### src/include/neo_video_params.svh
`ifndef NEO_VIDEO_PARAMS_SVH
`define NEO_VIDEO_PARAMS_SVH

// Raster geometry in dots and lines
`define H_TOTAL        384
`define H_VISIBLE      320
`define H_SYNC_START   336
`define H_SYNC_END     368
`define V_TOTAL        264
`define V_VISIBLE      224
`define V_SYNC_START   240
`define V_SYNC_END     243

// Fix layer, 8x8 tiles
`define MAP_COLS       40
`define MAP_ROWS       28
`define FIX_TILES      4

// Palette geometry
`define PAL_ENTRIES    256
`define BACKDROP_INDEX 255

// Position to RGB latency
`define PIPE_DELAY     4

// CPU word addresses
`define ADDR_PALETTE    16'h0000
`define ADDR_FIXMAP     16'h1000
`define ADDR_REG_SHADOW 16'h2000
`define ADDR_REG_BANK   16'h2001

`endif

### src/neo_video_pkg.sv
`default_nettype none

package neo_video_pkg;

	// Target of one CPU access
	typedef enum logic [1:0]
	{
		REGION_PALETTE,
		REGION_FIXMAP,
		REGION_REG,
		REGION_NONE
	} busRegion_e;

	// Which control register inside the register region
	typedef enum logic
	{
		REG_SHADOW,
		REG_BANK
	} regSel_e;

	// One CPU access, strobes are single cycle
	typedef struct packed
	{
		logic [15:0] addr;
		logic [15:0] data;
		logic        wr;
		logic        rd;
	} busReq_t;

	// Raster position as it moves down the pixel pipeline
	typedef struct packed
	{
		logic [8:0] x;
		logic [8:0] y;
		logic       active;
		logic       nSync;
	} rasterPos_t;

	// Tile map write port
	typedef struct packed
	{
		logic [10:0] index;
		logic [15:0] data;
		logic        wr;
	} mapWrite_t;

	// Palette write port, index also used for CPU reads
	typedef struct packed
	{
		logic [7:0]  index;
		logic        bank;
		logic [15:0] data;
		logic        wr;
	} palWrite_t;

endpackage

`default_nettype wire

### src/videoTiming.sv
`timescale 1ns/1ps
`default_nettype none

`include "neo_video_params.svh"

module videoTiming
(
	input  logic                    CLK_6MB,
	input  logic                    reset,
	output neo_video_pkg::rasterPos_t pos
);

	logic [8:0] xCount;
	logic [8:0] yCount;
	logic       lineEnd;
	logic       hSyncWin;
	logic       vSyncWin;

	assign lineEnd = (xCount == 9'(`H_TOTAL - 1));

	// Dot and line counters
	always_ff @(posedge CLK_6MB)
	begin
		if (reset)
		begin
			xCount <= '0;
			yCount <= '0;
		end
		else
		begin
			if (lineEnd)
			begin
				xCount <= '0;
				if (yCount == 9'(`V_TOTAL - 1))
					yCount <= '0;
				else
					yCount <= yCount + 9'd1;
			end
			else
			begin
				xCount <= xCount + 9'd1;
			end
		end
	end

	// Sync windows are half open, start included
	assign hSyncWin = (xCount >= 9'(`H_SYNC_START)) && (xCount < 9'(`H_SYNC_END));
	assign vSyncWin = (yCount >= 9'(`V_SYNC_START)) && (yCount < 9'(`V_SYNC_END));

	always_comb
	begin
		pos.x      = xCount;
		pos.y      = yCount;
		pos.active = (xCount < 9'(`H_VISIBLE)) && (yCount < 9'(`V_VISIBLE));
		// Composite sync, low in either window
		pos.nSync  = ~(hSyncWin | vSyncWin);
	end

endmodule

`default_nettype wire

### config.mk
export PLATFORM = sky130hd
export DESIGN_NAME = videoTiming
export DESIGN_NICKNAME = d
export VERILOG_FILES = /design/src/neo_video_pkg.sv /design/src/videoTiming.sv
export VERILOG_INCLUDE_DIRS = /design/src /design/src/include
export SDC_FILE = /design/constraint.sdc
export NUM_CORES = 1
export LEC_CHECK = 0
export ABC_AREA = 1
export BUFFER_PORTS_ARGS = -buffer_cell sky130_fd_sc_hd__buf_2
export CAP_MARGIN = 15
export CORE_ASPECT_RATIO = 0.75
export CORE_UTILIZATION = 52
export DETAILED_ROUTE_END_ITERATION = 16
export PLACE_DENSITY = 0.88
export RECOVER_POWER = 25
export REMOVE_ABC_BUFFERS = 1
export SETUP_SLACK_MARGIN = 0.05
export SLEW_MARGIN = 20
export SYNTH_ARGS = -nofsm -noshare
export SYNTH_HDL_FRONTEND = slang
export SYNTH_SLANG_ARGS = --single-unit
export TNS_END_PERCENT = 5
### constraint.sdc
create_clock -name CLK_6MB -period 1.7 [get_ports CLK_6MB]
set_clock_uncertainty 0.2 [all_clocks]
set_input_delay 0.255 -clock CLK_6MB [delete_from_list [all_inputs] [get_ports CLK_6MB]]
set_output_delay 0.255 -clock CLK_6MB [all_outputs]
set_load 0.05 [all_outputs]
==> impl_metrics.csv <==
group,metric,value,unit
worst_setup_path,reg2reg_depth,8,
drt,wl_met2,1.38,mm
sta,worst_pin_slew,0.297,ns
finish,nNetsFinal,195,
worst_setup_path,crit_path_max_incr_delay,0.37,ns
drt,wl_per_cell,14.5,µm
floorplan,die_h,40.0,µm
grt,grt_pass1_wl,3.96,mm
synthesis,yosysTopAreaCell,"dfxtp_1",
synthesis,synth.avg_cell_area,6.80,µm²
clock_network,h-tree-depth,1,
power,power_leakage,0.641,nW
clock_network,cts_buffers,3,
synthesis,yosysUniqueCellTypes,21,
floorplan,start_util,0.564,
synthesis,syn_inst,147,
placement,dp_cells,197,
clock_network,root_buffer,"clkbuf_4",
grt,antenna_found_initial,0,
floorplan,die_x,52.6,µm
clock_network,clk_pin_slew_worst_paths,0.10,ns
floorplan,dieArea,2100,µm²
finish,area_growth,35.5,%
synthesis,syn-cell-area,1000,µm²
grt,grt_pass1_vias,940,
drt,drc,0,
flow_run,cap_violations,0,
finish,drive_gt1_frac,0.385,
sta,setup_violations,2,
synthesis,ys_ff_latch,18,
grt,gr-total-overflow,0,
finish,final_cell_mix,"nand2_1, nor2_1, inv_1",
clock_network,clock_path_buffers,2,
drt,wl_met1,1.20,mm
drt,drt_iter0_markers,75,
grt,grt_usage,0.267,
clock_network,cts_tree,"done",
power,pwr_density_cell,525,nW/µm²
drt,firstDrtPassIters,4,
floorplan,rows,13,
sta,finalCriticalPeriod,1.72,ns
finish,stdcell_count,209,
synthesis,yosys-top-cells-area,"dfxtp_1, nand2_1, nor2_1",
synthesis,netlist.area_leader.share,0.360,
worst_setup_path,crit_type,"register to output pin",
worst_setup_path,path_max_fanout,5,
power,power,711,µW
drt,vias,1171,
sta,finalCritPeriodShare,1.01,
finish,final_common_cell,"nand2_1",
min_path,hold_path_class,"register to register",
drt,top_layer,"met4",
min_path,hold_depth,2,
power,irDropWorstVdd,0.501,mV
drt,dr_wl_met3,338,µm
worst_setup_path,cp-start-kind,"register",
placement,io_buffers,21,
grt,grt_start_max_net_pins,10,
sta,clock.fmax,582,MHz
sta,hold_viol_final,0,
worst_setup_path,worstPathRequired,1.24,ns
floorplan,core_area,1770,µm²
sta,hold_ws,0.310,ns
finish,fillCellCount,123,
sta,setup_ws,-0.0197,ns
drt,ant_nets,0,
worst_setup_path,cp-end-kind,"output pin",
clock_network,clkSinkCount,18,
synthesis,yosysWarnings,0,
placement,dp.final_hpwl,1.81,mm
floorplan,io_pins,22,
synthesis,ys_seq_area_frac,0.360,
outcome,violations,"setup timing",
outcome,status,"finished with violations",
finish,diodes,0,
drt,drt-vias-per-instance,5.60,
worst_setup_path,critPathSlowestCell,"dfxtp_4",
worst_setup_path,arrival,1.26,ns
sta,slew_headroom,0.801,
placement,place_congestion,0.931,
sta,rsz0062_at_grt,"true",
sta,tns,-0.0380,ns
clock_network,clk_latency,0.30,ns
worst_setup_path,crit_chain,"nor2_2 > nand3_1 > a21oi_2 > a21oi_1 > buf_4",
drt,wirelength,3.04,mm
sta,drv_slew,0,
## Yosys cell counts
cell type,instances
o21ai_1,2
buf_4,1
nor3_1,4
nand2_1,31
ha_1,4
o21ai_0,2
nand2_4,1
a21oi_1,8
buf_6,1
xor2_1,1
nor3b_1,2
inv_1,20
xnor2_1,1
nand2_2,3
nor2_1,24
inv_2,1
nor2_4,3
dfxtp_1,18
nand3b_1,1
nand3_1,14
nand4_1,5
## state kept, by name, summed over array words and instances (netlist names)
register	count
xCount	9
yCount	9
## worst max-delay path, delay by kind of cell (launching register included)
kind | cells | cell delay, ns
buf+inv | 1 | 0.19
compound gates | 2 | 0.22
simple gates | 2 | 0.18
flops | 1 | 0.37
## what timing repair did
item	CTS	global route
setup buffers	4	4
setup endpoints to repair	6	18
hold buffers	1	0
resized for setup	21	15
pin swaps	4	5
hold endpoints to repair	2	0
## logic make-up (layout without fill, tap and decap cells)
logic type               after synthesis  after routing  share of synthesized area
AO/OA/AOI/OAI                         12             12                     0.0601
XOR/XNOR                               2              2                     0.0175
flip-flops                            18             18                      0.360
buffers and inverters                 23             63                     0.0976
adder cells (fa/ha/maj)                4              4                     0.0501
AND/OR/NAND/NOR                       88             88                      0.414
## power by group
group          leakage, nW  switching, mW  internal (mW)  total (mW)
logic                0.474         0.0458         0.0195      0.0654
clock network       0.0138          0.134         0.0827       0.217
registers            0.153        0.00724          0.422       0.429
## cell type report
class	instances	area, µm²	area share
timing repair buffer	39	255	0.188
clock buffer	3	22.5	0.0166
sequential	18	389	0.287
tap	22	27.5	0.0203
multi-input combinational	106	579	0.428
inverter	21	81.3	0.0600
## per-layer routing
layer,global-route usage,vias up
li1,-,545
met1,0.336,526
met2,0.437,80
met3,0.0909,20
met4,0.0855,0
met5,0,-
## final timing paths
check        slack [ns]                endpoint                   start
min                0.31    xCount[5]$_SDFF_PP0_    xCount[5]$_SDFF_PP0_
min reg2reg        0.31    xCount[5]$_SDFF_PP0_    xCount[5]$_SDFF_PP0_
max reg2reg        0.10  yCount[5]$_SDFFE_PP0N_    xCount[1]$_SDFF_PP0_
max               -0.02                  pos[0]  yCount[2]$_SDFFE_PP0N_
## metrics by stage
step | cell area (µm²) | setup WS (ns) | utilization
after floorplan | 981 | -0.858 | -
after global placement | 1180 | 0.117 | 0.666
after detailed placement | 1180 | 0.0645 | 0.666
after CTS | 1290 | -0.0472 | 0.725
after global routing | 1360 | -0.0776 | 0.764
final | 1360 | -0.0197 | 0.764
Power figures use the tool's default switching activity.
