File: src/include/neo_video_params.svh
`ifndef NEO_VIDEO_PARAMS_SVH
`define NEO_VIDEO_PARAMS_SVH

// Raster geometry in dots and lines
`define H_TOTAL        384
`define H_VISIBLE      320
`define H_SYNC_START   336
`define H_SYNC_END     368
`define V_TOTAL        264
`define V_VISIBLE      224
`define V_SYNC_START   240
`define V_SYNC_END     243

// Fix layer, 8x8 tiles
`define MAP_COLS       40
`define MAP_ROWS       28
`define FIX_TILES      4

// Palette geometry
`define PAL_ENTRIES    256
`define BACKDROP_INDEX 255

// Position to RGB latency
`define PIPE_DELAY     4

// CPU word addresses
`define ADDR_PALETTE    16'h0000
`define ADDR_FIXMAP     16'h1000
`define ADDR_REG_SHADOW 16'h2000
`define ADDR_REG_BANK   16'h2001

`endif

File: src/colorOutput.sv
`timescale 1ns/1ps
`default_nettype none

module colorOutput
(
	input  logic        CLK_6MB,
	input  logic        reset,
	input  logic [15:0] color,
	input  logic        active,
	input  logic        nSync,
	input  logic        shadow,
	output logic [6:0]  videoR,
	output logic [6:0]  videoG,
	output logic [6:0]  videoB,
	output logic        videoSync
);

	logic dark;

	assign dark = color[15];

	// Per channel: shadow, nibble, low bit, dark
	always_ff @(posedge CLK_6MB)
	begin
		if (reset || !active)
		begin
			videoR <= '0;
			videoG <= '0;
			videoB <= '0;
		end
		else
		begin
			videoR <= {~shadow, color[11:8], color[14], ~dark};
			videoG <= {~shadow, color[7:4], color[13], ~dark};
			videoB <= {~shadow, color[3:0], color[12], ~dark};
		end
	end

	always_ff @(posedge CLK_6MB)
	begin
		if (reset)
			videoSync <= 1'b1;
		else
			videoSync <= nSync;
	end

endmodule

`default_nettype wire

File: config.mk
export PLATFORM = sky130hd
export DESIGN_NAME = colorOutput
export DESIGN_NICKNAME = d
export VERILOG_FILES = /design/src/include/neo_video_params.svh /design/src/colorOutput.sv
export SDC_FILE = /design/constraint.sdc
export NUM_CORES = 1
export LEC_CHECK = 0
export ABC_AREA = 1
export ABC_CLOCK_PERIOD_IN_PS = 800
export BUFFER_PORTS_ARGS = -buffer_cell sky130_fd_sc_hd__buf_2
export CAP_MARGIN = 20
export CORE_UTILIZATION = 36
export CTS_CLUSTER_SIZE = 25
export DETAILED_ROUTE_END_ITERATION = 16
export GPL_TIMING_DRIVEN = 0
export PLACE_DENSITY = 0.78
export SETUP_SLACK_MARGIN = 0.1
export SLEW_MARGIN = 20
export SYNTH_ARGS = -nofsm -noshare
export SYNTH_HDL_FRONTEND = slang
export SYNTH_SLANG_ARGS = --single-unit
File: constraint.sdc
create_clock -name CLK_6MB -period 0.8 [get_ports CLK_6MB]
set_input_delay 0.16 -clock CLK_6MB [delete_from_list [all_inputs] [get_ports CLK_6MB]]
set_output_delay 0.16 -clock CLK_6MB [all_outputs]
set_load 0.005 [all_outputs]
==> results.cfg, run 1 <==
[synth]
synth.top_cell.area_share_pct = 66.4
ys_types = 8
synth_seq_cells = 18
synth_top_area_cell = dfxtp_1
yosysMostFrequentCell = dfxtp_1
syn_avg_cell_area_sq_um = 9.36
ys.flop_type = dfxtp_1
yosysWarnings = 0
synth_top_cells_by_area = dfxtp_1, nor2_1, inv_1
ys_seq_area_share_pct = 66.4
synth-async-reset-ratio_pct = 0
synth_cells = 58
synth_fp_nets = 79
syn_area_sq_um = 543
yosys-top-cells-count = dfxtp_1, nor2_1, inv_1
synth_edf_count = 0

[placed_design]
dp_hpwl_microns = 766
io_buffers = 42
place_inst = 115
gp_congestion = 0.578

[grt]
grt_max_degree = 11
grt_overflow = 0
grt_pass1_vias = 381
grt_first_pass_wirelength_mm = 1.44
grt_use_total_pct = 13.3
grt_antenna_before_repair = 0

[job]
max_cap_viol_count = 0

[sta]
rsz0062_at_grt = true
setup_slack_ns = -0.199
period_needed_ns = 0.999
slew_headroom_pct = 93.3
fmax_mhz = 1000
setup_viol = 22
finalCritPeriodShare_pct = 125
finalHoldViolCount = 0
drv_slew = 0
tightestPinTransition_ns = 0.101

[critical_path]
end_kind = output port
cp_common_cell = buf_6
worstPathCellList = buf_6 > buf_6
arrival_ns = 0.84
crit_path_max_fanout = 3
worst_path_max_delay_cell = dfxtp_2
max_stage_delay_ns = 0.35
worstSetupStartpoint = videoR[6]$_SDFF_PP0_
crit_required_ns = 0.64
crit_type = reg2out
crit_path_start_kind = flop

[routing]
vias = 455
vias_per_cell = 3.79
ant_nets = 0
drt_wl_total_mm = 1.02
dr.first_iter.drc_count = 4
drc_errors = 0
first_pass_iters = 2
wire_per_inst_microns = 8.53

[floorplanning]
core-area_sq_um = 1350
num_rows = 13
die_y_microns = 40.8
design.die.area_sq_um = 1670
dieWidth_microns = 40.8
io_pins = 43
start_util_pct = 40.2

[clocking]
clkSlewWorstSetupHoldPaths_ns = 0.09
clock_path_buffers = 2
cts_buffers = 3
cts_root_buf = clkbuf_4
cts_tree = built
clock_sinks = 18
ctsHtreeMaxLevel = 1
postCtsSetupRepairBufs = 0

[outcome]
violations = negative setup slack
status = finished, violations left

[cells_and_area]
fin_cells = 120
fill_cells = 111
antenna_cells = 0
nets = 127
drive_above_1_share_pct = 60.0
area_growth_pct = 67.1
fin_util_pct = 67.2

[power]
p_per_area_nw_per_um2 = 1840
leakage_uw = 0.000538
power_uw = 1670
vdd_drop_max_v = 0.00114

[worst_hold_path]
hp-start = shadow
hold_path_class = in2reg
==> placed cells by master (no fill, tap or decap) <==
master and instances:
buf_2 32, buf_6 15, clkbuf_4 3, clkbuf_8 1, dfxtp_1 9, dfxtp_2 9, dlygate4sd3_1 1, inv_1 15
inv_2 1, nand2_4 1, nor2_1 17, or2_2 1
==> timing repair <==
action	4_1_cts	5_1_grt
hold buffers	1	0
resized for setup	10	13
endpoints found under the setup margin	22	22
hold endpoints to repair	1	0
==> cells by family after synthesis <==
| group | count (synthesis) | synth area share (%) |
|---|---|---|
| AND/OR/NAND/NOR | 19 | 15.0 |
| flip-flops | 18 | 66.4 |
| buffers and inverters | 21 | 18.7 |
==> per-stage QoR <==
stage                     worst slack (ns)  hold slack (ns)  instance area, sq um  TNS [ns]
after detailed placement            0.0837            0.320                   772         0
after floorplan                      0.189            0.232                   543         0
after global routing                -0.240          0.00684                   907     -2.92
final                               -0.199           0.0198                   907     -2.03
after CTS                           -0.223         0.000686                   861     -2.47
after global placement               0.110            0.322                   772         0
==> final timing paths <==
path / cells past startpoint / end / slack, ns
setup / recovery: 2 / videoG[6] / -0.20
hold / removal: 2 / videoR[6]$_SDFF_PP0_ / 0.02
==> routing by layer <==
layer  up-vias  GRT usage, %  routed length [microns]
li1        247             -                        -
met1       192          12.6                      358
met2        16          25.0                      600
met3         0          2.17                       66
met4         0          10.0                        0
met5         -             0                        0
==> report_power, final <==
group	internal [uW]	switching (uW)	leakage, uW	total (uW)
clock	276	250	0.0000210	527
combinational	122	69.3	0.000367	192
sequential	936	14.0	0.000151	950
total	1330	334	0.000538	1670
==> flip-flops by register name (all words and copies together) (netlist names) <==
name / cells
videoSync: 1
videoG: 5
videoR: 7
videoB: 5
==> worst max-delay path, delay by kind of cell, from the launching register on <==
kind,cells,cell delay (ns)
flip-flops,1,0.35
buffers and inverters,2,0.21
==> final cells by class <==
class                   instances  area, sq um  share of cell area, %
flip-flops and latches         18          372                   41.0
repair buffers                 43          283                   31.2
multi-input cells              19         81.3                   8.97
inverters                      16         60.1                   6.62
plain buffers                   5         56.3                   6.21
clock buffers                   4         36.3                   4.00
well taps                      15         18.8                   2.07
Power figures use the tool's default switching activity.
==> inputs of run 2 (changes only) <==
Settings changed: ABC_CLOCK_PERIOD_IN_PS 800 to 1000, SLEW_MARGIN 20 to 10.
Clock period 0.8 ns to 1 ns, I/O delays scaled along.
==> run 2 against run 1 <==
  * Via count is 0.88% lower
  * Sequential power shrank 20%
  * Cell area decreased by 1.1%
  * Critical path depth did not move
  * Utilization is 0.74 points lower
  * Largest power group unchanged
  * The flow still finishes with violations (negative setup slack)
  * Sequential share of layout area grew 0.46 points
==> results.cfg, run 2 (same netlist as run 1, synthesis figures left out) <==
[cells_and_area]
drive_above_1_share_pct = 60.6
antenna_cells = 0
largest_reg_flops = 7
final_cell_mix = buf_2, nor2_1, inv_1, buf_6
nets = 126
area_growth_pct = 65.2
reg.largest.list = videoR (7), videoB (5), videoG (5)
fin_util_pct = 66.5
final_common_cell = buf_2
largest_register = videoR

[clocking]
clock_sinks = 18
holdBufCountCts = 0
ctsHtreeMaxLevel = 1
cts_root_buf = clkbuf_4
clkSlewWorstSetupHoldPaths_ns = 0.09
cts_buffers = 3
cts_tree = built
clock_path_buffers = 2
postCtsSetupRepairBufs = 0

[grt]
grt_max_degree = 11
grt_overflow = 0
grt_use_total_pct = 13.1
grt_antenna_before_repair = 0
grt_first_pass_wirelength_mm = 1.41
grt_pass1_vias = 371

[placed_design]
gp_congestion = 0.578
dp_hpwl_microns = 766
io_buffers = 42
dp_slack_ns = 0.244

[critical_path]
arrival_ns = 0.84
crit_required_ns = 0.80
crit_path_max_fanout = 3
crit_path_start_kind = flop
crit_type = reg2out
end_kind = output port

[sta]
finalCritPeriodShare_pct = 104
rsz0062_at_grt = true
setup_slack_ns = -0.0392
finalHoldViolCount = 0
fmax_mhz = 962
slew_headroom_pct = 93.3
drv_slew = 0
tightestPinTransition_ns = 0.101
period_needed_ns = 1.04
setup_viol = 4

[routing]
drc_errors = 0
drt_wl_total_mm = 1.01
ant_nets = 0
vias_per_cell = 3.79
wire_per_inst_microns = 8.47
vias = 451
first_pass_iters = 3
dr.first_iter.drc_count = 4

[floorplanning]
die_y_microns = 40.8
dieWidth_microns = 40.8
io_pins = 43
start_util_pct = 40.2
core-area_sq_um = 1350
design.die.area_sq_um = 1670
num_rows = 13

[power]
vdd_drop_max_v = 0.000910
p_per_area_nw_per_um2 = 1490
leakage_uw = 0.000534

[worst_hold_path]
hold_path_class = in2reg

[job]
max_cap_viol_count = 0

[outcome]
violations = negative setup slack
status = finished, violations left
run 2: cell types whose count changed in the layout (fill, tap and decap cells not counted):
cell	change
dlygate4sd3_1	-1
run 2: timing repair:
action | CTS | global route
resized for setup | 10 | 13
setup endpoints to repair | 22 | 22
gates cloned | 0 | 0
run 2: cell type report:
| type | instances | area, sq um |
|---|---|---|
| Timing Repair Buffer | 42 | 273 |
| Clock buffer | 4 | 36.3 |
| Inverter | 16 | 60.1 |
| Fill cell | 112 | 453 |
| Buffer | 5 | 56.3 |
| Sequential cell | 18 | 372 |
| Multi-Input combinational cell | 19 | 81.3 |
| Tap cell | 15 | 18.8 |
run 2: stage by stage:
stage                     instance area [sq um]  setup TNS [ns]  power, uW  std cells  hold slack (ns)
after floorplan                             543               0        822         58            0.272
after global placement                      772               0        894        115            0.362
after detailed placement                    772               0        898        115            0.360
after CTS                                   851          -0.232       1350        119           0.0345
after global routing                        897          -0.331       1410        119           0.0471
final                                       897          -0.144       1330        119           0.0540
run 2: routing by layer:
layer / routed length [microns] / GRT usage, % / vias up
met3: 67 / 2.17 / 0
met4: 0 / 10.0 / 0
met1: 355 / 12.6 / 190
li1: - / - / 245
met5: 0 / 0 / -
met2: 585 / 24.2 / 16
run 2: worst paths after layout:
check | start | to | slack, ns | cells past startpoint
setup / recovery | videoR[6]$_SDFF_PP0_ | videoG[6] | -0.04 | 2
hold / removal | color[15] | videoR[0]$_SDFF_PP0_ | 0.05 | 2
run 2: critical path: stages, from the launching register on:
cell	delay, ns
dfxtp_2	0.35
buf_6	0.11
buf_6	0.10
run 2: power by group:
| group | switching (uW) | internal (uW) |
|---|---|---|
| registers | 11.1 | 749 |
| clock network | 202 | 221 |
| logic | 54.8 | 95.3 |
| total | 267 | 1070 |
==> inputs of run 3 (changes only) <==
Settings changed: ABC_CLOCK_PERIOD_IN_PS 1000 to 900, CORE_ASPECT_RATIO from default to 1.25, CORE_UTILIZATION 36 to 32, PLACE_DENSITY 0.78 to 0.74.
Clock period 1 ns to 0.9 ns, I/O delays scaled along.
==> run 3 against run 2 <==
  * The flow still finishes with violations (negative setup slack)
  * Clock-buffer cell count did not move
  * Combinational power is 7% higher
  * Flip-flop and latch count did not move
  * Wire length is 0.60% higher
  * Sequential share of layout area increased by 0.46 points
  * Cell area shrank 2.1%
  * Setup slack got worse by 0.090 ns
  * Critical endpoint is now videoR[0]
  * Critical path type unchanged
  * Die area grew 12%
  * Worst hold slack got worse by 0.024 ns
  * Total power rose by 11%
  * Via count rose by 5.3%
  * Non-clock buffer count is the same
==> results.cfg, run 3 (same netlist as run 1, synthesis figures left out) <==
[outcome]
status = finished, violations left
violations = negative setup slack

[floorplanning]
design.die.area_sq_um = 1870
dieWidth_microns = 38.8
start_util_pct = 34.3
io_pins = 43
core-area_sq_um = 1580
die_y_microns = 48.1
num_rows = 16

[grt]
gr-usage-met3_pct = 5.12
grt_antenna_before_repair = 0
grt_overflow = 0
grt_pass1_vias = 394
grt_use_total_pct = 12.5
met1_usage_pct = 13.1
grt_max_degree = 11
grt_first_pass_wirelength_mm = 1.51
top_usage_layer = met2
met2_usage_pct = 20.3

[routing]
drc_errors = 0
vias_per_cell = 3.89
vias = 475
ant_nets = 0
drt_wl_total_mm = 1.01
wire_per_inst_microns = 8.31
first_pass_iters = 3
dr.first_iter.drc_count = 6

[critical_path]
worstPathCellList = buf_6 > buf_6
crit_path_start_kind = flop
critPathTopFamily = flip-flops
crit_required_ns = 0.72
arrival_ns = 0.85
path_buf_inv = 2
cp_common_cell = buf_6
crit_path_max_fanout = 3
end_kind = output port
crit_type = reg2out
max_stage_delay_ns = 0.35
worst_path_max_delay_cell = dfxtp_2

[cells_and_area]
final_common_cell = buf_2
antenna_cells = 0
largest_register = videoR
final_cell_mix = buf_2, nor2_1, inv_1
nets = 126
largest_reg_flops = 7
reg.largest.list = videoR (7), videoB (5), videoG (5)
ff_latch_area_sq_um = 368
area_growth_pct = 61.8
multiInputGateArea_sq_um = 81.3
fin_cells = 122
drive_above_1_share_pct = 57.7
fill_cells = 163

[clocking]
cts_buffers = 3
cts_root_buf = clkbuf_4
clkSlewWorstSetupHoldPaths_ns = 0.09
cts_tree = built
clock_sinks = 18
ctsHtreeMaxLevel = 1
postCtsSetupRepairBufs = 0
clock_path_buffers = 2

[power]
vdd_drop_max_v = 0.00114
leakage_uw = 0.000529
p_per_area_nw_per_um2 = 1680

[placed_design]
dp_slack_ns = 0.178
gp_congestion = 0.597
io_buffers = 42
dp_hpwl_microns = 765
place_inst = 118

[sta]
timing.hold.ws_ns = 0.0300
tightestPinTransition_ns = 0.0997
drv_slew = 0
setup_slack_ns = -0.129
finalHoldViolCount = 0
slew_headroom_pct = 93.3
rsz0062_at_grt = true
fmax_mhz = 972
finalCritPeriodShare_pct = 114
setup_viol = 7
finalSetupTns_ns = -0.579
period_needed_ns = 1.03

[job]
max_cap_viol_count = 0

[worst_hold_path]
hold_path_class = in2reg
run 3: cell counts in the layout (fill, tap and decap cells not counted):
Identical to the previous run, type by type.
run 3: what timing repair did:
action,4_1_cts,5_1_grt
hold buffers,0,0
gates resized for setup,11,6
setup endpoints to repair,22,22
run 3: path summary, 6_finish.rpt:
kind / from / end / slack, ns / depth (start not counted)
worst max-delay path: videoR[0]$_SDFF_PP0_ / videoR[0] / -0.13 / 2
worst min-delay path: shadow / videoR[6]$_SDFF_PP0_ / 0.03 / 2
run 3: power by group:
part	total (uW)	internal [uW]	switching, uW
combinational	161	99.5	61.2
clock	476	246	230
sequential	842	831	11.4
run 3: routing by layer:
metal	vias to the layer above	routed length (microns)
li1	244	-
met1	200	384
met2	31	513
met3	0	117
met4	0	0
met5	-	0
run 3: area by class of cell:
cell class,instances,share of cell area (%)
Buffer,5,6.41
Clock buffer,4,4.13
Inverter,16,6.84
Multi-Input combinational cell,19,9.26
Sequential cell,18,41.9
Tap cell,18,2.56
Timing Repair Buffer,42,28.9
run 3: through the flow:
stage	total power, uW	util (%)	instance area [sq um]
2_1_floorplan	913	-	543
5_1_grt	1560	55.5	878
3_5_place_dp	998	49.1	776
3_3_place_gp	993	49.1	776
6_report	1480	55.5	878
4_1_cts	1500	54.1	856
