File: config.mk
export PLATFORM = sky130hd
export DESIGN_NAME = cpuBusDecode
export DESIGN_NICKNAME = d
export VERILOG_FILES = /design/src/neo_video_pkg.sv /design/src/cpuBusDecode.sv
export VERILOG_INCLUDE_DIRS = /design/src /design/src/include
export SDC_FILE = /design/constraint.sdc
export NUM_CORES = 1
export LEC_CHECK = 0
export BUFFER_PORTS_ARGS = -buffer_cell sky130_fd_sc_hd__buf_2
export CAP_MARGIN = 5
export CORE_ASPECT_RATIO = 2
export CORE_MARGIN = 2
export CORE_UTILIZATION = 33
export CTS_BUF_LIST = sky130_fd_sc_hd__clkbuf_4 sky130_fd_sc_hd__clkbuf_8 sky130_fd_sc_hd__clkbuf_16
export DETAILED_ROUTE_END_ITERATION = 6
export HOLD_SLACK_MARGIN = 0.12
export PLACE_DENSITY = 0.73
export SKIP_LAST_GASP = 1
export SLEW_MARGIN = 10
export SYNTH_ARGS = -nofsm -noshare
export SYNTH_HDL_FRONTEND = slang
export SYNTH_SLANG_ARGS = --single-unit
File: constraint.sdc
create_clock -name CLK_6MB -period 2.5 [get_ports CLK_6MB]
set_clock_uncertainty 0.15 [all_clocks]
set_input_delay 0.25 -clock CLK_6MB [delete_from_list [all_inputs] [get_ports CLK_6MB]]
set_output_delay 0.25 -clock CLK_6MB [all_outputs]
set_load 0.01 [all_outputs]
File: src/include/neo_video_params.svh
`ifndef NEO_VIDEO_PARAMS_SVH
`define NEO_VIDEO_PARAMS_SVH

// Raster geometry in dots and lines
`define H_TOTAL        384
`define H_VISIBLE      320
`define H_SYNC_START   336
`define H_SYNC_END     368
`define V_TOTAL        264
`define V_VISIBLE      224
`define V_SYNC_START   240
`define V_SYNC_END     243

// Fix layer, 8x8 tiles
`define MAP_COLS       40
`define MAP_ROWS       28
`define FIX_TILES      4

// Palette geometry
`define PAL_ENTRIES    256
`define BACKDROP_INDEX 255

// Position to RGB latency
`define PIPE_DELAY     4

// CPU word addresses
`define ADDR_PALETTE    16'h0000
`define ADDR_FIXMAP     16'h1000
`define ADDR_REG_SHADOW 16'h2000
`define ADDR_REG_BANK   16'h2001

`endif

File: src/neo_video_pkg.sv
`default_nettype none

package neo_video_pkg;

	// Target of one CPU access
	typedef enum logic [1:0]
	{
		REGION_PALETTE,
		REGION_FIXMAP,
		REGION_REG,
		REGION_NONE
	} busRegion_e;

	// Which control register inside the register region
	typedef enum logic
	{
		REG_SHADOW,
		REG_BANK
	} regSel_e;

	// One CPU access, strobes are single cycle
	typedef struct packed
	{
		logic [15:0] addr;
		logic [15:0] data;
		logic        wr;
		logic        rd;
	} busReq_t;

	// Raster position as it moves down the pixel pipeline
	typedef struct packed
	{
		logic [8:0] x;
		logic [8:0] y;
		logic       active;
		logic       nSync;
	} rasterPos_t;

	// Tile map write port
	typedef struct packed
	{
		logic [10:0] index;
		logic [15:0] data;
		logic        wr;
	} mapWrite_t;

	// Palette write port, index also used for CPU reads
	typedef struct packed
	{
		logic [7:0]  index;
		logic        bank;
		logic [15:0] data;
		logic        wr;
	} palWrite_t;

endpackage

`default_nettype wire

File: src/cpuBusDecode.sv
`timescale 1ns/1ps
`default_nettype none

`include "neo_video_params.svh"

module cpuBusDecode
(
	input  logic                     CLK_6MB,
	input  logic                     reset,
	input  neo_video_pkg::busReq_t   cpuReq,
	input  logic [15:0]              palReadData,
	input  logic [15:0]              mapReadData,
	output neo_video_pkg::palWrite_t palWr,
	output neo_video_pkg::mapWrite_t mapWr,
	output logic [15:0]              cpuDataOut,
	output logic                     palBank,
	output logic                     shadow
);

	neo_video_pkg::busRegion_e region;
	neo_video_pkg::busRegion_e prevRegion;
	neo_video_pkg::regSel_e    regSel;
	logic [15:0]               mapOffset;
	logic                      prevRead;
	logic [15:0]               regReadData;
	logic [15:0]               readMux;
	logic [15:0]               heldData;

	assign mapOffset = cpuReq.addr - `ADDR_FIXMAP;
	assign regSel = (cpuReq.addr == `ADDR_REG_BANK) ? neo_video_pkg::REG_BANK
		: neo_video_pkg::REG_SHADOW;

	// Address decode
	always_comb
	begin
		if (cpuReq.addr[15:8] == `ADDR_PALETTE >> 8)
			region = neo_video_pkg::REGION_PALETTE;
		else if ((cpuReq.addr >= `ADDR_FIXMAP) && (mapOffset < 16'(`MAP_COLS * `MAP_ROWS)))
			region = neo_video_pkg::REGION_FIXMAP;
		else if ((cpuReq.addr == `ADDR_REG_SHADOW) || (cpuReq.addr == `ADDR_REG_BANK))
			region = neo_video_pkg::REGION_REG;
		else
			region = neo_video_pkg::REGION_NONE;
	end

	// Palette port, CPU always sees the selected bank
	always_comb
	begin
		palWr.index = cpuReq.addr[7:0];
		palWr.bank  = palBank;
		palWr.data  = cpuReq.data;
		palWr.wr    = cpuReq.wr && (region == neo_video_pkg::REGION_PALETTE);
	end

	// Map port, index kept in range when not addressed
	always_comb
	begin
		mapWr.index = (region == neo_video_pkg::REGION_FIXMAP) ? mapOffset[10:0] : '0;
		mapWr.data  = cpuReq.data;
		mapWr.wr    = cpuReq.wr && (region == neo_video_pkg::REGION_FIXMAP);
	end

	always_ff @(posedge CLK_6MB)
	begin
		if (reset)
		begin
			shadow     <= 1'b0;
			palBank    <= 1'b0;
			prevRead   <= 1'b0;
			prevRegion <= neo_video_pkg::REGION_NONE;
			heldData   <= '0;
		end
		else
		begin
			if (cpuReq.wr && (region == neo_video_pkg::REGION_REG))
			begin
				if (regSel == neo_video_pkg::REG_BANK)
					palBank <= cpuReq.data[0];
				else
					shadow <= cpuReq.data[0];
			end
			prevRead   <= cpuReq.rd;
			prevRegion <= region;
			heldData   <= cpuDataOut;
		end
	end

	// Register value sampled with the strobe
	always_ff @(posedge CLK_6MB)
	begin
		regReadData <= {15'd0, (regSel == neo_video_pkg::REG_BANK) ? palBank : shadow};
	end

	always_comb
	begin
		case (prevRegion)
			neo_video_pkg::REGION_PALETTE: readMux = palReadData;
			neo_video_pkg::REGION_FIXMAP:  readMux = mapReadData;
			neo_video_pkg::REGION_REG:     readMux = regReadData;
			default:                       readMux = '0;
		endcase
	end

	// Fresh data the cycle after the strobe, held until the next read
	assign cpuDataOut = prevRead ? readMux : heldData;

endmodule

`default_nettype wire

==> results of run 1 <==
cell type report:
cell class	count	share of cell area (%)
Clock buffer	3	2.35
Sequential cell	22	25.0
Multi-Input combinational cell	87	36.8
Inverter	16	3.41
Tap cell	54	3.84
Timing Repair Buffer	98	28.6
cells in the mapped netlist:
cell type	n	share of area, %
clkbuf_1	2	0.50
buf_1	1	0.25
buf_4	43	22
nor2_1	2	0.50
nor4_4	1	1.4
dfxtp_1	22	29
nand2_2	1	0.42
nor3_1	1	0.33
nor4_1	2	0.84
and2_1	11	4.6
a21oi_2	1	0.58
o21bai_1	2	1.0
nor2b_1	16	6.7
a211oi_1	1	0.50
nand3_1	1	0.33
a31oi_1	1	0.42
a21oi_1	1	0.33
a2111o_1	1	0.75
inv_1	16	4.0
mux2_4	1	1.0
nand2_1	1	0.25
o22ai_1	15	6.3
and3_2	1	0.50
buf_2	3	1.0
nand2b_1	4	1.7
nor4b_1	1	0.58
nand3b_1	1	0.50
and2_2	2	1.0
and4_4	1	0.75
mux2i_1	18	12
sequential cells by signal, indices dropped and copies added, names as in the netlist:
name	count
prevRead	1
palBank	1
heldData	16
prevRegion	2
shadow	1
regReadData	1
metal layers:
| layer | up-vias | track usage (%) | share of wire [%] |
|---|---|---|---|
| met4 | 0 | 7.09 | 1.8 |
| met1 | 574 | 14.2 | 34 |
| li1 | 639 | - | - |
| met2 | 63 | 27.4 | 57 |
| met5 | - | 0 | 0 |
| met3 | 13 | 1.95 | 7.0 |
worst register-to-register path, delay by kind of cell (launching register included):
kind	cells	cell delay (ps)
compound gates	1	220
flops	1	370
simple gates	2	740
worst max-delay path by stage:
stage / startpoint / endpoint / slack, ps / cells past startpoint
2_1_floorplan: cpuReq[29] / mapWr[18] / 950 / 5
3_3_place_gp: cpuReq[29] / mapWr[25] / 620 / 6
3_5_place_dp: cpuReq[29] / mapWr[25] / 530 / 6
4_1_cts: prevRegion[1] / cpuDataOut[6] / 460 / 3
5_1_grt: cpuReq[29] / mapWr[25] / 320 / 6
6_report: prevRegion[1] / cpuDataOut[6] / 510 / 3
logic make-up (layout without fill, tap and decap cells):
kind of cell | count (synthesis) | in the layout | share of synthesized area, %
simple gates | 46 | 46 | 20.4
flops | 22 | 22 | 29.4
buf+inv | 65 | 117 | 27.3
mux | 19 | 19 | 13.0
compound gates | 22 | 22 | 9.86
where the power goes:
group | leakage [nW] | total (mW) | switching, mW | internal, mW
Sequential | 0.178 | 0.353 | 0.000957 | 0.352
Clock | 0.0216 | 0.210 | 0.103 | 0.107
Combinational | 0.791 | 0.100 | 0.0486 | 0.0517
Total | 0.990 | 0.663 | 0.152 | 0.511
layout by cell type (no fill, tap or decap), types with 2 or more instances in the layout:
cell / synthesis / routed
nor2b_1: 16 / 16
o22ai_1: 15 / 15
clkbuf_8: 0 / 3
nor2_1: 2 / 2
nor4_1: 2 / 2
buf_2: 3 / 94
nand2b_1: 4 / 4
mux2i_1: 18 / 18
and2_2: 2 / 2
buf_4: 43 / 3
dfxtp_1: 22 / 22
and2_1: 11 / 11
o21bai_1: 2 / 2
inv_1: 16 / 16
==> impl_summary.txt, run 1 <==
----------------------------------------------------
[Detailed routing]
  Vias after detailed routing ... 1289
  Routed wire length per instance ... ~13 um
  Post-detailed-routing wire length ... 3540 um
  Initial detailed-routing violation count ... 2
  Iteration count of the initial detailed-routing pass ... 2
  DRC Markers ... 0
  Detail Route Antenna Nets ... 0
  Routed via count divided by cell count ... ~4.6

[Cells and area]
  Area of combinational cells with multiple inputs ... 648 um^2
  Sequential Area ... 440 um^2
  Utilization of the core after routing ... between 40% and 50%
  Final std cell area, no fill ... 1760 um^2
  N_diodes ... 0
  FILL cells ... 481
  Area overhead of the layout relative to synthesis ... 17.5%
  Final nets ... ~300
  Share of cells above drive strength 1 ... 47.8%
  Final std cells w/o fill ... 280

[STA]
  Count of final max-slew check failures ... 0
  Setup Viol. Count Final ... 0
  Max Freq ... 502 MHz
  Slew Limit Headroom ... 55.1%
  Total Neg Setup Slack ... 0 ps
  Worst path setup slack after routing ... 506 ps
  Final Hold Vio Count ... 0
  Final period util ... 79.7%
  Unrepaired setup endpoints after global routing ... false
  Worst hold margin ... 156 ps
  Pin slew with the least headroom to its limit ... just under 700 ps
  Fin crit period ... 1990 ps

[Worst setup path]
  CP bufs+invs ... 1
  Worst reg-to-reg setup slack ... 900 ps
  Delay contributed by the slowest stage of the critical path ... 560 ps
  CP Class ... reg -> out
  Worst setup EP type ... output pin
  Crit path cell chain ... nand2b_1 -> o22ai_1 -> buf_2
  Startpoint of the worst register-to-register path ... prevRegion[1]
  Type of origin of the critical path ... register
  Critical path data required time ... 2100 ps
  Worst Reg-to-Reg Cells ... 3
  Critical-path top delay cell ... nand2b_1
  Maximum fanout count along the critical path ... 15
  Worst path top cell family by delay ... simple AND/OR/NAND/NOR gates
  Worst reg2reg path endpoint ... heldData[6]
  WP data arrival ... 1590 ps

[GRT]
  Pin count of the biggest net entering global routing ... 23
  GR Util All Layers ... 14.3%
  First-pass GRT wire length ... 5620 um
  Grt ovf ... 0
  Number of global-route vias before repair ... 1297
  Number of antenna violations at the first check in global routing ... 0

[Min path]
  Kind of path behind the tightest hold check ... in -> reg
  End point of the most critical hold path ... shadow
  Startpoint of the tightest hold check path ... cpuReq[2]
  Worst hold path depth ... 3

[Clocking]
  Count of H-tree levels built during CTS ... 1
  Clock buffer count from CTS ... 3
  Clock transition at the registers of the reported paths ... 70 ps
  Total number of clock tree sinks ... 22
  Worst-skew pair later-pin latency ... 250 ps
  Post-CTS setup buffer count ... 0
  Post-cts hold buffer count ... 1
  TritonCTS clock tree ... built
  Root buffer selected by CTS ... clkbuf_8
  Bufs on Longest Clock Path ... 2
  Number of resized instances in the post-cts repair step ... 0

[Pwr]
  Power per standard cell area ... 377 nW/um^2
  IR drop worst, VDD ... around 0.24 mV
  Total leakage power ... 0.990 nW
  Pwr Total ... 0.663 mW

[Synthesis]
  Number of warnings reported in the yosys synthesis log ... 0
  Synthesized area divided by synthesized cell count ... 8.61 um^2
  Register bit total from synthesis ... 22
  Synth Net Count ... roughly 240
  Number of different library cells in the post-synthesis netlist ... 30
  Gate count after technology mapping ... around 170
  Sequential cell area fraction in the yosys report ... between 20% and 30%
  Cell Area, Synth ... approximately 1500 um^2

[Status]
  Status ... finished clean

[Run]
  Max-cap viol count ... 0

[Die]
  Starting density of the core ... about 35%
  Vert. Die Dim ... 99.3 um
  Site row count ... 34
  Top Ports ... 140
  Horizontal extent of the die ... 51.6 um
  Die outline area ... 5130 um^2
  Area of the core region ... between 4000 and 5000 um^2

[Placement]
  Number of cells after detailed placement ... 276
  IO buf count ... 94
  GP Congestion ... 0.725
  Setup Slack @ Placement ... about 530 ps
  Dpl cell area ... about 1700 um^2
  Estimated wirelength of the detail-placed design ... 2820 um

----------------------------------------------------
(Power assumes the default switching activity.)
==> run 2, diff against run 1 <==
==> constraint.sdc (replaced) <==
create_clock -name CLK_6MB -period 1.9 [get_ports CLK_6MB]
set_clock_uncertainty 0.15 [all_clocks]
set_input_delay 0.19 -clock CLK_6MB [delete_from_list [all_inputs] [get_ports CLK_6MB]]
set_output_delay 0.19 -clock CLK_6MB [all_outputs]
set_load 0.01 [all_outputs]
==> run 2 against run 1 <==
  * Cell count up 1.8%
  * Setup slack worse by 350 ps
  * Non-clock buffer count up 4
  * Critical path type unchanged
==> impl_summary.txt, run 2 (same netlist as run 1, synthesis figures left out) <==
----------------------------------------------------
[STA]
  Unrepaired setup endpoints after global routing ... false
  Final period util ... 92.0%
  Fin crit period ... 1750 ps
  Max Freq ... 572 MHz
  Final Hold Vio Count ... 0 (unchanged)
  Pin slew with the least headroom to its limit ... 392 ps (-281 ps)
  Total Neg Setup Slack ... 0 ps (unchanged)
  Setup Viol. Count Final ... 0 (unchanged)
  Worst path setup slack after routing ... 153 ps (-354 ps)
  Slew Limit Headroom ... 73.9% (+19 points)
  Count of final max-slew check failures ... 0 (unchanged)

[Min path]
  Kind of path behind the tightest hold check ... in -> reg
  Worst hold path depth ... 3 (unchanged)
  End point of the most critical hold path ... palBank
  Startpoint of the tightest hold check path ... cpuReq[18]

[Cells and area]
  Biggest registers after layout ... heldData (16), prevRegion (2)
  Commonest cells after routing, fill and taps aside ... 94 x buf_2, 21 x dfxtp_1, 18 x mux2i_1, 16 x inv_1, 16 x nor2b_1
  Most flops, register ... heldData
  Final std cell area, no fill ... 1820 um^2 (+3.5%)
  N_diodes ... 0 (unchanged)
  Area overhead of the layout relative to synthesis ... 21.6%
  Final nets ... 300 (+1.4%)
  Flip-flop count of the largest register, all copies and words added ... 16 (unchanged)
  Final std cells w/o fill ... 285 (+1.8%)
  Share of cells above drive strength 1 ... 49.4% (+1.6 points)
  Most frequent standard cell in the layout excluding fill and tap cells ... buf_2

[Worst setup path]
  CP bufs+invs ... 1 (unchanged)
  Startpoint of the worst register-to-register path ... prevRegion[0]
  CP Class ... reg -> out
  Critical path data required time ... 1560 ps (-540 ps)
  Delay contributed by the slowest stage of the critical path ... 400 ps (-160 ps)
  Worst setup EP type ... output pin
  Crit path cell chain ... mux2i_1 -> nor2_1 -> a31oi_2 -> a21oi_1 -> buf_2
  Worst reg2reg path endpoint ... heldData[6]
  Critical-path top delay cell ... dfxtp_4
  Maximum fanout count along the critical path ... 6 (-9)
  Worst path top cell family by delay ... flip-flops
  Worst reg-to-reg setup slack ... 570 ps (-330 ps)
  WP data arrival ... 1410 ps (-180 ps)
  Worst Reg-to-Reg Cells ... 4 (+1)
  Type of origin of the critical path ... register

[Placement]
  GP Congestion ... 0.731 (+0.83%)
  Dpl cell area ... 1720 um^2 (+0.88%)
  Number of cells after detailed placement ... 278 (+0.72%)
  Setup Slack @ Placement ... 226 ps (-306 ps)
  IO buf count ... 94 (unchanged)
  Estimated wirelength of the detail-placed design ... 2880 um (+2.3%)

[Detailed routing]
  Routed via count divided by cell count ... 4.64 (+0.68%)
  Post-detailed-routing wire length ... 3580 um (+1.1%)
  Vias after detailed routing ... 1321 (+2.5%)
  Initial detailed-routing violation count ... 10 (+8)
  DRC Markers ... 0 (unchanged)
  Routed wire length per instance ... 12.6 um (-0.67%)
  Iteration count of the initial detailed-routing pass ... 4 (+2)
  Detail Route Antenna Nets ... 0 (unchanged)

[Clocking]
  Bufs on Longest Clock Path ... 2 (unchanged)
  Worst-skew pair later-pin latency ... 260 ps (about the same)
  Count of H-tree levels built during CTS ... 1 (unchanged)
  Total number of clock tree sinks ... 22 (unchanged)
  TritonCTS clock tree ... built
  Clock transition at the registers of the reported paths ... 80 ps (about the same)
  Clock buffer count from CTS ... 3 (unchanged)
  Post-CTS setup buffer count ... 0 (unchanged)
  Root buffer selected by CTS ... clkbuf_8

[GRT]
  Number of antenna violations at the first check in global routing ... 0 (unchanged)
  GR Layer Usage met2 ... 29.1% (+1.7 points)
  Pin count of the biggest net entering global routing ... 23 (unchanged)
  First-pass GRT wire length ... 5780 um (+2.8%)
  Met3 layer usage reported by global route ... 2.85% (+0.90 points)
  GR Util All Layers ... 14.8% (+0.46 points)
  Met1 routing resource usage after global routing ... 13.7% (-0.52 points)
  Grt ovf ... 0 (unchanged)
  Peak-usage layer in the global routing report ... met2
  Number of global-route vias before repair ... 1320 (+1.8%)

[Pwr]
  IR drop worst, VDD ... 0.377 mV (+55%)
  Total leakage power ... 1.02 nW (+2.8%)
  Power per standard cell area ... 510 nW/um^2 (+35%)
  Pwr Total ... 0.929 mW (+40%)

[Die]
  Horizontal extent of the die ... 51.6 um (unchanged)
  Vert. Die Dim ... 99.3 um (unchanged)
  Site row count ... 34 (unchanged)
  Die outline area ... 5130 um^2 (unchanged)
  Top Ports ... 140 (unchanged)
  Starting density of the core ... 34.5% (unchanged)
  Area of the core region ... 4340 um^2 (unchanged)

[Run]
  Max-cap viol count ... 0 (unchanged)

[Status]
  Status ... finished clean

----------------------------------------------------
[run 2: changes by cell type in the layout (fill, tap and decap cells not counted)]
| cell | previous run | this run |
|---|---|---|
| nand2b_2 | 0 | 1 |
| dlygate4sd3_1 | 1 | 3 |
| buf_4 | 3 | 5 |
| a31oi_1 | 1 | 0 |
| nand2b_1 | 4 | 3 |
| dfxtp_1 | 22 | 21 |
| a31oi_2 | 0 | 1 |
| dfxtp_4 | 0 | 1 |
| clkbuf_8 | 3 | 4 |
[run 2: metal layers]
layer / share of wire (%) / up-vias / wire length [um]
met5: 0 / - / 0
met4: 2.4 / 0 / 86
met2: 56 / 68 / 2010
li1: - / 650 / -
met1: 33 / 587 / 1170
met3: 8.8 / 16 / 316
[run 2: worst min-delay path, stage by stage]
cell and delay (ps):
buf_2 130, nand3_1 100, mux2i_1 70
[run 2: cell type report]
type                            count  area (um^2)
Fill cell                         495         2520
Multi-Input combinational cell     87          657
Timing Repair Buffer              102          538
Sequential cell                    22          444
Tap cell                           54         67.6
Inverter                           16         60.1
Clock buffer                        4         55.1
[run 2: worst max path at each step]
| stage | startpoint | to | slack (ps) | depth (start not counted) |
|---|---|---|---|---|
| after floorplan | cpuReq[29] | mapWr[18] | 470 | 5 |
| after global placement | prevRegion[0] | cpuDataOut[0] | 250 | 5 |
| after detailed placement | prevRegion[1] | cpuDataOut[6] | 230 | 3 |
| after CTS | prevRegion[0] | cpuDataOut[0] | 60 | 5 |
| after global routing | cpuReq[29] | mapWr[20] | 10 | 7 |
| final | prevRegion[0] | cpuDataOut[0] | 150 | 5 |
[run 2: power by group]
part           switching (mW)  internal (mW)  total [mW]
sequential            0.00136          0.462       0.464
clock                   0.146          0.185       0.330
combinational          0.0642         0.0712       0.135
total                   0.211          0.718       0.929
[run 2: what timing repair did]
| action | CTS | global route |
|---|---|---|
| gates resized for setup | 2 | 2 |
| hold buffers | 3 | 0 |
| endpoints found under the setup margin | 16 | 1 |
| endpoints found under the hold margin | 3 | 0 |
[run 2: metrics by stage]
stage                     hold slack, ps  utilization (%)
final                                123             42.0
after global routing                 148             42.0
after CTS                            126             41.8
after detailed placement             230             39.7
after global placement               230             39.7
after floorplan                      168                -
==> run 3, diff against run 2 <==
--- a/config.mk
+++ b/config.mk
@@ -6,6 +6,7 @@
 export SDC_FILE = /design/constraint.sdc
 export NUM_CORES = 1
 export LEC_CHECK = 0
+export ABC_AREA = 1
 export BUFFER_PORTS_ARGS = -buffer_cell sky130_fd_sc_hd__buf_2
 export CAP_MARGIN = 5
 export CORE_ASPECT_RATIO = 2
@@ -14,7 +15,7 @@
 export CTS_BUF_LIST = sky130_fd_sc_hd__clkbuf_4 sky130_fd_sc_hd__clkbuf_8 sky130_fd_sc_hd__clkbuf_16
 export DETAILED_ROUTE_END_ITERATION = 6
 export HOLD_SLACK_MARGIN = 0.12
-export PLACE_DENSITY = 0.73
+export PLACE_DENSITY = 0.71
 export SKIP_LAST_GASP = 1
 export SLEW_MARGIN = 10
 export SYNTH_ARGS = -nofsm -noshare
==> run 3 against run 2 <==
  * Critical endpoint is now cpuDataOut[6]
  * Cell area rose by 7.9%
  * Fmax barely moved
  * First-iteration DRC count increased to 2.8 times the previous value
  * Via count increased by 22%
  * Clock power about the same
  * Largest power group unchanged
  * Combinational power grew 13%
  * Non-clock buffer count shrank 1
  * Routed wire length grew 12%
  * Utilization shrank 1.6 points
  * Critical path type unchanged
  * Die area is 10% higher
  * Flip-flop and latch count stayed put
  * Critical path depth rose by 2
==> impl_summary.txt, run 3 <==
----------------------------------------------------
[Cells and area]
  Sequential Area ... 440 um^2 (-0.85%)
  Final std cell area, no fill ... 1970 um^2 (+7.9%)
  Final std cells w/o fill ... 346 (+21%)
  Share of cells above drive strength 1 ... 47.4% (-1.9 points)
  Most frequent standard cell in the layout excluding fill and tap cells ... buf_2
  Flip-flop count of the largest register, all copies and words added ... 16 (unchanged)
  Area overhead of the layout relative to synthesis ... 18.2%
  N_diodes ... 0 (unchanged)
  Commonest cells after routing, fill and taps aside ... 94 x buf_2, 55 x nand2_1, 22 x dfxtp_1, 19 x inv_1, 18 x nor2_1
  Area of combinational cells with multiple inputs ... 768 um^2 (+17%)
  FILL cells ... 504 (+1.8%)
  Most flops, register ... heldData
  Biggest registers after layout ... heldData (16), prevRegion (2)
  Final nets ... 358 (+19%)

[Worst setup path]
  Worst reg-to-reg setup slack ... 620 ps (+50 ps)
  Worst setup EP type ... output pin
  Type of origin of the critical path ... register
  CP Class ... reg -> out
  Delay contributed by the slowest stage of the critical path ... 390 ps (about the same)
  Critical path data required time ... 1560 ps (about the same)
  WP data arrival ... 1410 ps (about the same)
  Maximum fanout count along the critical path ... 16 (+10)
  Critical-path top delay cell ... dfxtp_1
  Worst Reg-to-Reg Cells ... 6 (+2)
  Crit path cell chain ... inv_2 -> nor2_4 -> buf_12 -> a22o_1 -> nand2_2 -> nand2_1 -> buf_2

[Clocking]
  Total number of clock tree sinks ... 22 (unchanged)
  Bufs on Longest Clock Path ... 2 (unchanged)
  Clock transition at the registers of the reported paths ... 80 ps (about the same)
  TritonCTS clock tree ... built
  Root buffer selected by CTS ... clkbuf_8
  Clock buffer count from CTS ... 3 (unchanged)
  Number of resized instances in the post-cts repair step ... 0 (-2)
  Count of H-tree levels built during CTS ... 1 (unchanged)
  Worst-skew pair later-pin latency ... 260 ps (about the same)

[Synthesis]
  Number of warnings reported in the yosys synthesis log ... 0 (unchanged)
  Gate count after technology mapping ... 233 (+34%)
  Biggest area contributors in the synthesized netlist ... dfxtp_1 26%, buf_4 19%, nand2_1 12%, a22o_1 7.4%, a21oi_2 5.3%
  Post-synth top cells ... 55 x nand2_1, 41 x buf_4, 22 x dfxtp_1, 19 x inv_1, 18 x nor2_1
  Synthesized area divided by synthesized cell count ... 7.14 um^2 (-17%)
  Number of synthesized flops with an enable pin ... 0 (unchanged)
  Post-synth ARST share ... 0% (unchanged)
  Dominant cell by count in the synthesized netlist ... nand2_1
  Synth Net Count ... 301 (+24%)
  Cell Area, Synth ... 1660 um^2 (+11%)
  Dominant synthesized flop cell ... dfxtp_1
  Number of different library cells in the post-synthesis netlist ... 22 (-27%)
  Register bit total from synthesis ... 22 (unchanged)
  Sequential cell area fraction in the yosys report ... 26.5% (-2.9 points)
  Post-synth top area cell ... dfxtp_1
  Synth top area share ... 26.5% (-2.9 points)

[STA]
  Worst path setup slack after routing ... 151 ps (-1.25 ps)
  Final Hold Vio Count ... 0 (unchanged)
  Pin slew with the least headroom to its limit ... 720 ps (+328 ps)
  Total Neg Setup Slack ... 0 ps (unchanged)
  Max Freq ... 572 MHz (about the same)
  Fin crit period ... 1750 ps (+1.25 ps)
  Unrepaired setup endpoints after global routing ... false
  Count of final max-slew check failures ... 0 (unchanged)
  Final period util ... 92.0% (about the same)
  Slew Limit Headroom ... 52.0% (-22 points)
  Setup Viol. Count Final ... 0 (unchanged)

[Die]
  Starting density of the core ... 34.2% (-0.33 points)
  Top Ports ... 140 (unchanged)
  Die outline area ... 5660 um^2 (+10%)
  Area of the core region ... 4860 um^2 (+12%)
  Vert. Die Dim ... 104 um (+5.2%)
  Horizontal extent of the die ... 54.2 um (+5.0%)
  Site row count ... 36 (+5.9%)

[Status]
  Status ... finished clean

[Detailed routing]
  Iteration count of the initial detailed-routing pass ... 4 (unchanged)
  Vias after detailed routing ... 1618 (+22%)
  Routed wire length per instance ... 11.6 um (-7.7%)
  Detail Route Antenna Nets ... 0 (unchanged)
  DRC Markers ... 0 (unchanged)
  Initial detailed-routing violation count ... 28 (+18)
  Post-detailed-routing wire length ... 4010 um (+12%)
  Routed via count divided by cell count ... 4.68 (+0.89%)

[Min path]
  Kind of path behind the tightest hold check ... in -> reg
  Worst hold path depth ... 5 (+2)

[Placement]
  GP Congestion ... 0.737 (+0.83%)
  Dpl cell area ... 1840 um^2 (+6.7%)
  Estimated wirelength of the detail-placed design ... 3230 um (+12%)
  Number of cells after detailed placement ... 337 (+21%)
  IO buf count ... 94 (unchanged)
  Setup Slack @ Placement ... 290 ps (+63.6 ps)

[GRT]
  Number of global-route vias before repair ... 1447 (+9.6%)
  Pin count of the biggest net entering global routing ... 20 (-13%)
  Grt ovf ... 0 (unchanged)
  GR Util All Layers ... 13.7% (-1.1 points)
  Number of antenna violations at the first check in global routing ... 0 (unchanged)
  First-pass GRT wire length ... 6050 um (+4.8%)

[Run]
  Max-cap viol count ... 0 (unchanged)

[Pwr]
  Pwr Total ... 0.949 mW (+2.1%)
  Power per standard cell area ... 483 nW/um^2 (-5.4%)
  IR drop worst, VDD ... 0.388 mV (+3.0%)
  Total leakage power ... 1.09 nW (+6.9%)

----------------------------------------------------
## run 3: metrics by stage
step	hold WS, ps	util (%)
after floorplan	147	-
after global placement	230	37.8
after detailed placement	230	37.8
after CTS	147	39.6
after global routing	184	40.4
final	160	40.4
## run 3: worst max-delay path: cells and delay by family (launching register included)
family | cells | cell delay, ps
flip-flops | 1 | 390
AO/OA/AOI/OAI | 1 | 140
buffers and inverters | 3 | 350
AND/OR/NAND/NOR | 3 | 260
## run 3: area by class of cell
class,count,area share (%)
clock buffer,4,2.80
inverter,20,3.82
multi-input combinational,142,39.1
sequential,22,22.4
tap,57,3.63
timing repair buffer,101,28.3
## run 3: path summary, 6_finish.rpt
check           startpoint             to
min             cpuReq[33]  prevRegion[0]
min reg2reg    heldData[5]    heldData[5]
max          prevRegion[0]  cpuDataOut[6]
max reg2reg  prevRegion[0]    heldData[7]
## run 3: what timing repair did
item,in CTS,in global routing
setup endpoints to repair,0,16
setup buffers,0,2
endpoints found under the hold margin,3,0
hold buffers,3,0
## run 3: report_power, final
part           internal [mW]  switching [mW]  total, mW  leakage (nW)
Clock                  0.184           0.147      0.331        0.0288
Sequential             0.464         0.00160      0.465         0.178
Combinational         0.0685          0.0838      0.152         0.882
Total                  0.717           0.232      0.949          1.09
## run 3: cells by family (layout without fill, tap and decap cells)
kind of cell    after synthesis  count (layout)  share of synthesized area (%)
compound gates               35              35                           16.4
buf+inv                      69             125                           27.3
flops                        22              22                           26.5
simple gates                107             107                           29.8
## run 3: per-layer routing
layer / part of all wire [%] / vias up / wire length (um) / GRT usage, %
met4: 3.0 / 0 / 120 / 7.32
met2: 55 / 72 / 2220 / 26.9
met3: 6.5 / 15 / 262 / 0.431
met5: 0 / - / 0 / 0
li1: - / 809 / - / -
met1: 35 / 722 / 1400 / 12.7
